**src/verilog/cpu_consts.svh**
```systemverilog
`ifndef CPU_CONSTS_SVH
`define CPU_CONSTS_SVH

// datapath word and register file size
`define WORD_WIDTH 32
`define REG_COUNT 16

// word memory, low address bits only
`define ADDR_WIDTH 9
`define MEM_DEPTH 512

// constant field C of the instruction, bits 18 to 0
`define CONST_WIDTH 19

`endif

```
**src/verilog/cpuCtrlPkg.sv**
```systemverilog
`default_nettype none

package cpuCtrlPkg;

	// only the load family is executed, everything else is a no-op
	typedef enum logic [4:0] {
		opLd  = 5'b00000,
		opLdi = 5'b00001,
		opSt  = 5'b00010
	} opcode_t;

	typedef enum logic [2:0] {
		srcNone,   // bus reads as zero
		srcReg,
		srcPc,
		srcZlo,
		srcMdr,
		srcConst   // sign-extended C field
	} busSrc_t;

	// one step per clock
	typedef enum logic [3:0] {
		stIdle,
		stT0, stT1, stT2, stT3, stT4, stT5, stT6, stT7,
		stDone
	} step_t;

endpackage

`default_nettype wire

```
**src/verilog/cpuDataPkg.sv**
```systemverilog
`default_nettype none

`include "cpu_consts.svh"

package cpuDataPkg;

	// bus, register and memory word
	typedef logic [`WORD_WIDTH-1:0] word_t;

	// general register index, as held in the Ra/Rb/Rc fields
	typedef logic [$clog2(`REG_COUNT)-1:0] regIdx_t;

	typedef logic [`ADDR_WIDTH-1:0] memAddr_t;  // word address into memory

endpackage

`default_nettype wire

```
**src/verilog/controlSequencer.sv**
```systemverilog
`timescale 1ns/100ps
`default_nettype none

module controlSequencer (
	input  logic                clk,
	input  logic                rstN,
	input  logic                runReq,
	output logic                runAck,
	input  cpuDataPkg::word_t   mdr,
	output cpuDataPkg::word_t   ir,
	output cpuCtrlPkg::busSrc_t busSrc,
	output logic                gra,
	output logic                grb,
	output logic                grc,
	output logic                rIn,
	output logic                baOut,
	output logic                pcIn,
	output logic                irIn,
	output logic                yIn,
	output logic                zIn,
	output logic                incPc,
	output logic                marIn,
	output logic                mdrIn,
	output logic                mdRead,
	output logic                memWrite
);
	import cpuCtrlPkg::*;

	step_t   state;
	step_t   nextState;
	opcode_t opcode;
	logic    execOp;    // ld, ldi or st

	assign opcode = opcode_t'(ir[31:27]);
	assign execOp = (opcode == opLd) || (opcode == opLdi) || (opcode == opSt);

	always_comb begin
		nextState = state;
		case (state)
			stIdle:  if (runReq) nextState = stT0;
			stT0:    nextState = stT1;
			stT1:    nextState = stT2;
			stT2:    nextState = stT3;
			stT3:    nextState = stT4;
			stT4:    nextState = stT5;
			stT5:    nextState = stT6;
			stT6:    nextState = stT7;
			stT7:    nextState = stDone;
			stDone:  if (runAck && !runReq) nextState = stIdle;
			default: nextState = stIdle;
		endcase
	end

	// runAck rises one cycle into stDone and falls with runReq
	always_ff @(posedge clk or negedge rstN) begin
		if (!rstN) begin
			state  <= stIdle;
			runAck <= 1'b0;
		end else begin
			state <= nextState;
			if (state == stDone) begin
				if (!runAck)
					runAck <= 1'b1;
				else if (!runReq)
					runAck <= 1'b0;
			end
		end
	end

	always_ff @(posedge clk or negedge rstN) begin
		if (!rstN)
			ir <= '0;
		else if (irIn)
			ir <= mdr;     // bus carries MDR in T2
	end

	// per-step strobes, Rc is never selected by this instruction set
	always_comb begin
		{gra, grb, grc, rIn, baOut, pcIn, irIn} = '0;
		{yIn, zIn, incPc, marIn, mdrIn, mdRead, memWrite} = '0;
		busSrc = srcNone;
		case (state)
			stT0: begin
				busSrc = srcPc;
				marIn  = 1'b1;
				zIn    = 1'b1;
				incPc  = 1'b1;
			end
			stT1: begin
				busSrc = srcZlo;
				pcIn   = 1'b1;
				mdrIn  = 1'b1;
				mdRead = 1'b1;
			end
			stT2: begin
				busSrc = srcMdr;
				irIn   = 1'b1;
			end
			stT3: if (execOp) begin
				busSrc = srcReg;   // base Rb, zero when Rb is 0
				grb    = 1'b1;
				baOut  = 1'b1;
				yIn    = 1'b1;
			end
			stT4: if (execOp) begin
				busSrc = srcConst;
				zIn    = 1'b1;
			end
			stT5: if (execOp) begin
				busSrc = srcZlo;
				if (opcode == opLdi) begin
					gra = 1'b1;
					rIn = 1'b1;
				end else begin
					marIn = 1'b1;
				end
			end
			stT6: case (opcode)
				opLd: begin
					mdrIn  = 1'b1;
					mdRead = 1'b1;
				end
				opSt: begin
					busSrc = srcReg;
					gra    = 1'b1;
					mdrIn  = 1'b1;
				end
				default: ;
			endcase
			stT7: case (opcode)
				opLd: begin
					busSrc = srcMdr;
					gra    = 1'b1;
					rIn    = 1'b1;
				end
				opSt: memWrite = 1'b1;
				default: ;
			endcase
			default: ;
		endcase
	end

endmodule

`default_nettype wire

```
**config.mk**
```make
export PLATFORM = sky130hd
export DESIGN_NAME = controlSequencer
export DESIGN_NICKNAME = d
export VERILOG_FILES = /design/src/verilog/cpuCtrlPkg.sv /design/src/verilog/cpuDataPkg.sv /design/src/verilog/controlSequencer.sv
export VERILOG_INCLUDE_DIRS = /design/src /design/src/verilog
export SDC_FILE = /design/constraint.sdc
export NUM_CORES = 1
export LEC_CHECK = 0
export BUFFER_PORTS_ARGS = -buffer_cell sky130_fd_sc_hd__buf_2
export CELL_PAD_IN_SITES_DETAIL_PLACEMENT = 1
export CELL_PAD_IN_SITES_GLOBAL_PLACEMENT = 2
export CORE_ASPECT_RATIO = 2
export CORE_MARGIN = 4
export CORE_UTILIZATION = 26
export CTS_BUF_LIST = sky130_fd_sc_hd__clkbuf_16
export CTS_CLUSTER_DIAMETER = 50
export CTS_CLUSTER_SIZE = 30
export DETAILED_ROUTE_END_ITERATION = 7
export PLACE_DENSITY = 0.77
export SYNTH_ARGS = -nofsm -noshare
export SYNTH_HDL_FRONTEND = slang
export SYNTH_SLANG_ARGS = --single-unit
```
**constraint.sdc**
```tcl
create_clock -name clk -period 1.5 [get_ports clk]
set_input_delay 0.3 -clock clk [delete_from_list [all_inputs] [get_ports clk]]
set_output_delay 0.3 -clock clk [all_outputs]
set_load 0.05 [all_outputs]
```
[Word-level counts from Yosys, hierarchy flattened]
Index checks and enable logic that the tools add are counted.
Widths: inputs -> output; s select.
Storage, ports and cells
  bits in registers: 37
  bits of input ports: 35
  output and inout bits: 50
Operators by class
  equality and inequality tests: 13
  muxes and demuxes: 30
  reductions and logical operators: 8
Operators with widths (number)
  $pmux 4 s10: 1
  $pmux 3 s8: 1
  $mux 1: 17
  $eq 4x3->1 const B: 4
  $pmux 1 s2: 5
  $eq 4x2->1 const B: 2
  $eq 4x4->1 const B: 2
  $mux 4: 2
  $mux 3: 2
  $eq 5x1->1 const B: 1
  $eq 5x2->1 const B: 1
  $logic_not 5->1: 1
  $eq 4x1->1 const B: 1
  $logic_not 4->1: 1
  $ne 2x2->1 const B: 2
  $pmux 1 s3: 1
  $logic_or 1x1->1: 2
  $mux 2: 1
  $reduce_and 2->1: 1
  $reduce_or 2->1: 1
  $logic_and 1x1->1: 1
  $logic_not 1->1: 1

[Logic depth before layout (Yosys ltp)]
Gate-level depths: netlist of the first run.
  depth in word-level cells: 5
  mapped depth: 7

[Worst setup path before layout of the first run]
No wires, ideal clock.
  path kind: reg-to-output
  start point: reg ir[30]
  end point: out grb
  data arrival time: 2.636 ns
  required time: 1.200 ns
  path slack: -1.436 ns
  cell stages (with the launch flop): 5
  path through: dfrtp_1 -> nor3_1 -> nand3_1 -> nor3_1 -> buf_4
Between the ends
  cells in the longest elaborated chain, start to end: 5
  elaborated cells on any way between the ends: 7
  classes of those cells: eq/ne: 2; mux: 2; reduce/logical: 3
Ends and longest elaborated chain
  start, declared: line controlSequencer.sv:10  | output cpuDataPkg::word_t ir,
  start signal, assigned: line controlSequencer.sv:74  | ir <= mdr;
  $eq 5x1->1 or $logic_not 5->1 (tied branches): line controlSequencer.sv:35  | assign execOp = (opcode == opLd) || (opcode == opLdi) || (opcode == opSt);
  $logic_or 1x1->1: line controlSequencer.sv:35
  $logic_or 1x1->1 (*): line controlSequencer.sv:35
  $mux 1 (*) (2 in a row)
  end, declared: line controlSequencer.sv:13  | output logic grb,
Mark *: on every way between the ends. The rest lies on a longest branch, timed or not.

[Worst setup path after layout of the first run]
  start point: reg ir[27]
  end point: out memWrite
Between the ends
  cells in the longest elaborated chain, start to end: 3
Ends and longest elaborated chain
  $eq 5x2->1: line controlSequencer.sv:130  | stT7: case (opcode)
  $mux 1: line controlSequencer.sv:130
  $mux 1: line controlSequencer.sv:82  | case (state)
  end, declared: line controlSequencer.sv:25  | output logic memWrite
No other way between the ends.

==> summary.json, run 1 <==
{
  "vias": 1584,
  "chipWidth_um": 67.6,
  "drv.max_cap_violation_count": 0,
  "h_tree_level_count": 2,
  "cp_slowest_stage_delay_ps": 410,
  "finalSetupViolCount": 48,
  "synth.top_cells.by_area": "dfrtp_1 50%, mux2_4 24%, buf_12 3.2%",
  "gp_congestion": 0.803,
  "drcViolationCount": 0,
  "synth_seq_area_share": 0.501,
  "yosys_register_bits": 37,
  "finalHoldViolCount": 0,
  "period_minus_slack_ps": 1990,
  "fmaxAchievable_mhz": 503,
  "start_kind": "flip-flop",
  "cts-hold-fix-buffers": 0,
  "post-synth-top-area-cell": "dfrtp_1",
  "cts-root-to-sink-buffers": 2,
  "worstSetupPathType": "flip-flop to output pin",
  "nNetsFinal": 300,
  "core_region_area_um2": 6940,
  "tritoncts.num_buffers": 5,
  "synth_fp_nets": 169,
  "critical_path.slowest_cell": "dfrtp_2",
  "cts_root_buffer_type": "clkbuf_16",
  "final_critical_path_setup_slack_ps": -487,
  "synthCells": 134,
  "rsz0062_at_grt": "true",
  "yosys_warnings": 0,
  "status": "finished, violations left",
  "min_path_type": "primary input to async pin",
  "dieArea_um2": 8610,
  "grt_max_degree": 38,
  "clkTransAtPathRegs_ps": 60,
  "synth_enable_flop_cells": 0,
  "skew_ps": 4.76,
  "critical_path.max_fanout": 4,
  "timing.final.max_slew_violations": 0,
  "drt.antenna.violating_nets": 0,
  "tritoncts_clock_tree": "done",
  "synth.distinct_cells": 35,
  "layout_cell_share_with_drive_strength_beyond_1": 0.801,
  "area_growth_pct": 85.0,
  "io-pin-count": 85,
  "number_of_antenna_violations_at_the_first_check_in_global_routing": 0,
  "synth.cell_area_um2": 1850,
  "clkLatencyLatePin_ps": 280,
  "grt_usage": 0.148,
  "worstPathCellList": "nor4_2 -> buf_4 -> nand4_1 -> buf_4 -> nor2_4 -> buf_8",
  "drt-initial-drc-count": 53,
  "critPathCaptureType": "output pin",
  "rows": 43,
  "globalRoute.totalOverflow": 0,
  "route.detailed.wl_per_inst_um": 16.5,
  "routed_via_density": 4.45,
  "finalWirelength_mm": 5.86,
  "place_ws_ps": -320,
  "drt_pass_1_iters": 4,
  "die_h_um": 127,
  "final.fill_count": 716,
  "post-synth-top-area-fraction": 0.501,
  "yosys_most_used_dff": "dfrtp_1",
  "portBuffers": 83,
  "diodes": 0,
  "postSynth.asyncResetShare": 1.00,
  "critical_path_buf_inv_count": 3,
  "initial_utilization": 0.266,
  "via_count_of_the_first_global_routing_pass": 1830,
  "post-route-period-util": 1.32,
  "violations": "setup timing",
  "worstPathRequired_ps": 1200,
  "dp.final_hpwl_mm": 4.25,
  "path_delay_family": "buffers and inverters",
  "synthesis.area_per_instance_um2": 13.8,
  "worstPathArrival_ps": 1690,
  "critPathMostFrequentCell": "buf_4",
  "grt_first_pass_wirelength_mm": 9.43,
  "cts.sinks": 37
}
-- cell usage after synthesis, drive strengths merged, types with 3 or more instances --
master	n
nand2	5
nand2b	3
nor3	3
inv	5
a21oi	3
mux2	33
nor2	10
dfrtp	37
buf	10
-- worst register-to-register path, stage by stage (launching register included) --
cell and delay (ps):
dfrtp_1 410, buf_6 140, buf_12 120, nor2_4 130, buf_6 130, buf_6 100, nand2_8 70, inv_12 70
buf_12 120, buf_12 110, buf_6 100, mux2_4 290
-- layout make-up --
class / instances / area, um^2 / area share
timing repair buffer: 134 / 1110 / 0.326
clock buffer: 5 / 125 / 0.0366
multi-input combinational: 82 / 1030 / 0.302
clock inverter: 3 / 68.8 / 0.0201
inverter: 5 / 33.8 / 0.00987
tap: 90 / 113 / 0.0329
sequential: 37 / 933 / 0.273
-- logic make-up (layout without fill, tap and decap cells) --
family / count (synthesis) / in the layout / synth area share
compound gates: 14 / 14 / 0.0528
xor+xnor: 1 / 1 / 0.00474
buf+inv: 15 / 147 / 0.0765
flops: 37 / 37 / 0.501
mux: 33 / 33 / 0.260
other cells: 1 / 1 / 0.00203
simple gates: 33 / 33 / 0.104
-- stage by stage --
stage                     cells  utilization  setup TNS (ps)  cell area (um^2)  hold slack [ps]
after floorplan             134            -           -5120              2020             4.41
after global placement      331        0.391          -10230              2720              370
after detailed placement    331        0.391          -11840              2720              377
after CTS                   355        0.486          -17230              3370             69.4
after global routing        356        0.493          -20330              3420              108
final                       356        0.493          -17540              3420             51.8
-- routing by layer --
metal / vias to the layer above / GRT usage / share of wire
met3: 15 / 0.0334 / 0.060
met5: - / 0 / 0
met4: 0 / 0.0706 / 0.027
met2: 70 / 0.268 / 0.59
met1: 775 / 0.151 / 0.33
li1: 724 / - / -
-- final timing paths --
path / from / to / slack, ps / depth (start not counted)
max: ir[27] / memWrite / -490 / 6
min: rstN / ir[7] / 50 / 2
max reg2reg: state[2] / ir[18] / -410 / 11
min reg2reg: ir[5] / ir[5] / 500 / 1
max in group asynchronous: rstN / ir[31] / 1080 / 2
min in group clk: mdr[13] / ir[13] / 240 / 2
-- flip-flops by register name, summed over array words and instances (netlist names) --
| signal | count |
|---|---|
| ir | 32 |
| runAck | 1 |
| state | 4 |
-- placed cells by master (no fill, tap or decap), types with 5 or more instances in the layout --
master and count:
buf_6 19, buf_12 8, buf_4 29, mux2_4 33, nor2_4 6, clkbuf_16 5
buf_8 11, dfrtp_2 6, dfrtp_1 31, buf_2 66
-- what timing repair did --
item / CTS / global route
setup buffers: 14 / 2
endpoints found under the setup margin: 49 / 50
pin swaps: 7 / 6
gates resized for setup: 72 / 17
gates cloned: 2 / 0
Power of run 1 is left out: the tool's default activity adds up to more than one toggle a clock period on the data nets, which glitch-free logic cannot reach.
==> inputs of run 2 (changes only) <==
Settings changed: ABC_AREA set to 1, CORE_UTILIZATION 26 to 21, CTS_CLUSTER_SIZE 30 to not set, PLACE_DENSITY 0.77 to 0.76.
==> summary.json, run 2 <==
{
  "layout_common_cells": {"value": "94 x nand2_1, 67 x buf_2, 35 x buf_4, 32 x dfrtp_1, 13 x buf_6", "change": "was 66 x buf_2, 33 x mux2_4, 31 x dfrtp_1, 29 x buf_4, 19 x buf_6"},
  "cts.sinks": {"value": 37, "change": "unchanged"},
  "worstPathRequired": {"value": 1200, "unit": "ps", "change": "about the same"},
  "drt-initial-drc-count": {"value": 36, "change": "was 53"},
  "dieArea": {"value": 9480, "unit": "um^2", "change": "was 8610 um^2"},
  "cts-root-to-sink-buffers": {"value": 2, "change": "unchanged"},
  "final_critical_path_setup_slack": {"value": -380, "unit": "ps", "change": "was -487 ps"},
  "worstSetupPathType": {"value": "flip-flop to output pin", "change": "unchanged"},
  "fin_tns_setup": {"value": -4710, "unit": "ps", "change": "was -17540 ps"},
  "hold-path-cell-count": 3,
  "hold-path-endpoint": "ir[29]",
  "layout_cell_share_with_drive_strength_beyond_1": {"value": 0.562, "change": "was 0.801"},
  "core_region_area": {"value": 7660, "unit": "um^2", "change": "was 6940 um^2"},
  "largest_register_ffs": {"value": 32, "change": "unchanged"},
  "finalSetupViolCount": {"value": 16, "change": "was 48"},
  "gp_congestion": {"value": 0.769, "change": "was 0.803"},
  "nNetsFinal": {"value": 367, "change": "was 300"},
  "layout_commonest_cell": {"value": "nand2_1", "change": "was buf_2"},
  "number_of_antenna_violations_at_the_first_check_in_global_routing": {"value": 0, "change": "unchanged"},
  "critical_path.max_fanout": {"value": 3, "change": "was 4"},
  "holdCritStartpoint": "mdr[29]",
  "worstPathArrival": {"value": 1580, "unit": "ps", "change": "was 1690 ps"},
  "yosys_warnings": {"value": 0, "change": "unchanged"},
  "routed_via_density": {"value": 4.27, "change": "was 4.45"},
  "period_minus_slack": {"value": 1880, "unit": "ps", "change": "was 1990 ps"},
  "globalRoute.totalOverflow": {"value": 0, "change": "unchanged"},
  "drt.antenna.violating_nets": {"value": 0, "change": "unchanged"},
  "top_regs": {"value": "ir (32), state (4), runAck (1)", "change": "unchanged"},
  "synthCells": {"value": 205, "change": "was 134"},
  "violations": {"value": "setup timing", "change": "unchanged"},
  "postSynth.asyncResetShare": {"value": 1.00, "change": "unchanged"},
  "utilization_after_layout": {"value": 0.403, "change": "was 0.493"},
  "via_count_of_the_first_global_routing_pass": {"value": 2003, "change": "was 1830"},
  "final.fill_count": {"value": 933, "change": "was 716"},
  "grt_usage": {"value": 0.131, "change": "was 0.148"},
  "initial_utilization": {"value": 0.217, "change": "was 0.266"},
  "min_path_type": {"value": "primary input to flip-flop", "change": "was primary input to async pin"},
  "finalWirelength": {"value": 6.08, "unit": "mm", "change": "was 5.86 mm"},
  "drcViolationCount": {"value": 0, "change": "unchanged"},
  "start_kind": {"value": "flip-flop", "change": "unchanged"},
  "yosys_register_bits": {"value": 37, "change": "unchanged"},
  "diodes": {"value": 0, "change": "unchanged"},
  "most_common_cell_in_the_netlist": {"value": "nand2_1", "change": "was dfrtp_1"},
  "worstRegToRegCells": {"value": 9, "change": "was 11"},
  "skew": {"value": 7.25, "unit": "ps", "change": "was 4.76 ps"},
  "drt_pass_1_iters": {"value": 4, "change": "unchanged"},
  "largest_register_by_flop_count": {"value": "ir", "change": "unchanged"},
  "start_of_the_worst_register_to_register_path": {"value": "state[0]", "change": "was state[2]"},
  "synth_seq_area_share": {"value": 0.558, "change": "was 0.501"},
  "portBuffers": {"value": 83, "change": "unchanged"},
  "h_tree_level_count": {"value": 2, "change": "unchanged"},
  "r2r-end": {"value": "ir[31]", "change": "was ir[18]"},
  "synth.top_cells.by_area": {"value": "dfrtp_1 56%, nand2_1 24%, nand3_1 2.7%", "change": "was dfrtp_1 50%, mux2_4 24%, buf_12 3.2%"},
  "dp.final_hpwl": {"value": 4.62, "unit": "mm", "change": "was 4.25 mm"},
  "post-synth-top-area-cell": {"value": "dfrtp_1", "change": "unchanged"},
  "clkLatencyLatePin": {"value": 280, "unit": "ps", "change": "about the same"},
  "r2r_setup_slack": {"value": 70, "unit": "ps", "change": "was -410 ps"},
  "vias": {"value": 1823, "change": "was 1584"},
  "post-route-period-util": {"value": 1.25, "change": "was 1.32"},
  "critPathCaptureType": {"value": "output pin", "change": "unchanged"},
  "area_growth": {"value": 85.9, "unit": "%", "change": "was 85.0%"},
  "yosys_most_used_dff": {"value": "dfrtp_1", "change": "unchanged"},
  "rsz0062_at_grt": {"value": "true", "change": "unchanged"},
  "post-synth-top-area-fraction": {"value": 0.558, "change": "was 0.501"},
  "io-pin-count": {"value": 85, "change": "unchanged"},
  "cts_root_buffer_type": {"value": "clkbuf_16", "change": "unchanged"},
  "finalHoldViolCount": {"value": 0, "change": "unchanged"},
  "route.detailed.wl_per_inst": {"value": 14.2, "unit": "um", "change": "was 16.5 um"},
  "synthTopCellsByCount": {"value": "107 x nand2_1, 37 x dfrtp_1, 12 x inv_1", "change": "was 37 x dfrtp_1, 29 x mux2_4, 9 x nor2_1"},
  "grt_max_degree": {"value": 25, "change": "was 38"},
  "synth_enable_flop_cells": {"value": 0, "change": "unchanged"},
  "tritoncts_clock_tree": {"value": "done", "change": "unchanged"},
  "drv.max_cap_violation_count": {"value": 0, "change": "unchanged"},
  "status": {"value": "finished, violations left", "change": "unchanged"},
  "tritoncts.num_buffers": {"value": 5, "change": "unchanged"},
  "timing.final.max_slew_violations": {"value": 0, "change": "unchanged"},
  "synth.cell_area": {"value": 1660, "unit": "um^2", "change": "was 1850 um^2"},
  "synth.distinct_cells": {"value": 18, "change": "was 35"},
  "chipWidth": {"value": 70.9, "unit": "um", "change": "was 67.6 um"},
  "fmaxAchievable": {"value": 532, "unit": "MHz", "change": "was 503 MHz"},
  "grt_first_pass_wirelength": {"value": 9.78, "unit": "mm", "change": "was 9.43 mm"},
  "synth_fp_nets": {"value": 240, "change": "was 169"},
  "die_h": {"value": 134, "unit": "um", "change": "was 127 um"},
  "clkTransAtPathRegs": {"value": 60, "unit": "ps", "change": "about the same"},
  "rows": {"value": 45, "change": "was 43"},
  "synthesis.area_per_instance": {"value": 8.10, "unit": "um^2", "change": "was 13.8 um^2"}
}
run 2: cell count changes in the layout (fill, tap and decap cells not counted), sizes merged, moves of 3 or more:
cell	before	now
clkinv	0	3
inv	6	13
nand3	2	9
o21ai	2	7
nand2	5	107
buf	134	128
nand2b	3	0
mux2	33	0
run 2: metrics by stage:
| step | worst slack, ps | hold slack, ps | cell area (um^2) | instances |
|---|---|---|---|---|
| after floorplan | -229 | 4.41 | 1840 | 205 |
| after global placement | -221 | 234 | 2560 | 407 |
| after detailed placement | -260 | 234 | 2560 | 407 |
| after CTS | -372 | 214 | 2950 | 422 |
| after global routing | -459 | 222 | 3090 | 427 |
| final | -380 | 219 | 3090 | 427 |
run 2: cells by family (layout without fill, tap and decap cells):
logic type	after synthesis	count (layout)	synth area share
compound gates	11	11	0.0347
buf+inv	23	151	0.0791
flops	37	37	0.558
other cells	1	1	0.00226
simple gates	133	133	0.326
run 2: cell type report:
class                   instances  area [um^2]  share of cell area
clock buffers                   5          125              0.0405
well taps                      94          118              0.0381
multi-input cells             145          873               0.283
clock inverters                 3         12.5             0.00405
inverters                      14         61.3              0.0199
flip-flops and latches         37          932               0.302
repair buffers                129          965               0.313
run 2: worst max-delay path by stage:
stage | startpoint | to | slack [ps] | cells after the start
after floorplan | ir[31] | grb | -230 | 6
after global placement | state[0] | busSrc[2] | -220 | 7
after detailed placement | state[0] | busSrc[2] | -260 | 7
after CTS | state[1] | gra | -370 | 7
after global routing | ir[30] | busSrc[0] | -460 | 6
final | state[2] | gra | -380 | 6
run 2: critical path: stages (launching register included):
cell and delay [ps]:
dfrtp_1 410, buf_4 150, nor2_4 140, nand2_4 80
or2_4 290, nand3_4 80, buf_8 140
run 2: layer usage:
metal  vias up  share of wire  GRT usage
met4         0          0.031     0.0732
met2        53           0.61      0.261
li1        880              -          -
met3        14          0.044     0.0211
met5         -              0          0
met1       876           0.31      0.120
run 2: what timing repair did:
item	in CTS	in global routing
resized for setup	65	24
pin swaps	9	10
hold endpoints to repair	13	0
setup endpoints to repair	16	19
buffers inserted	6	5
hold buffers	1	0
Power of run 2 is left out for the same reason.
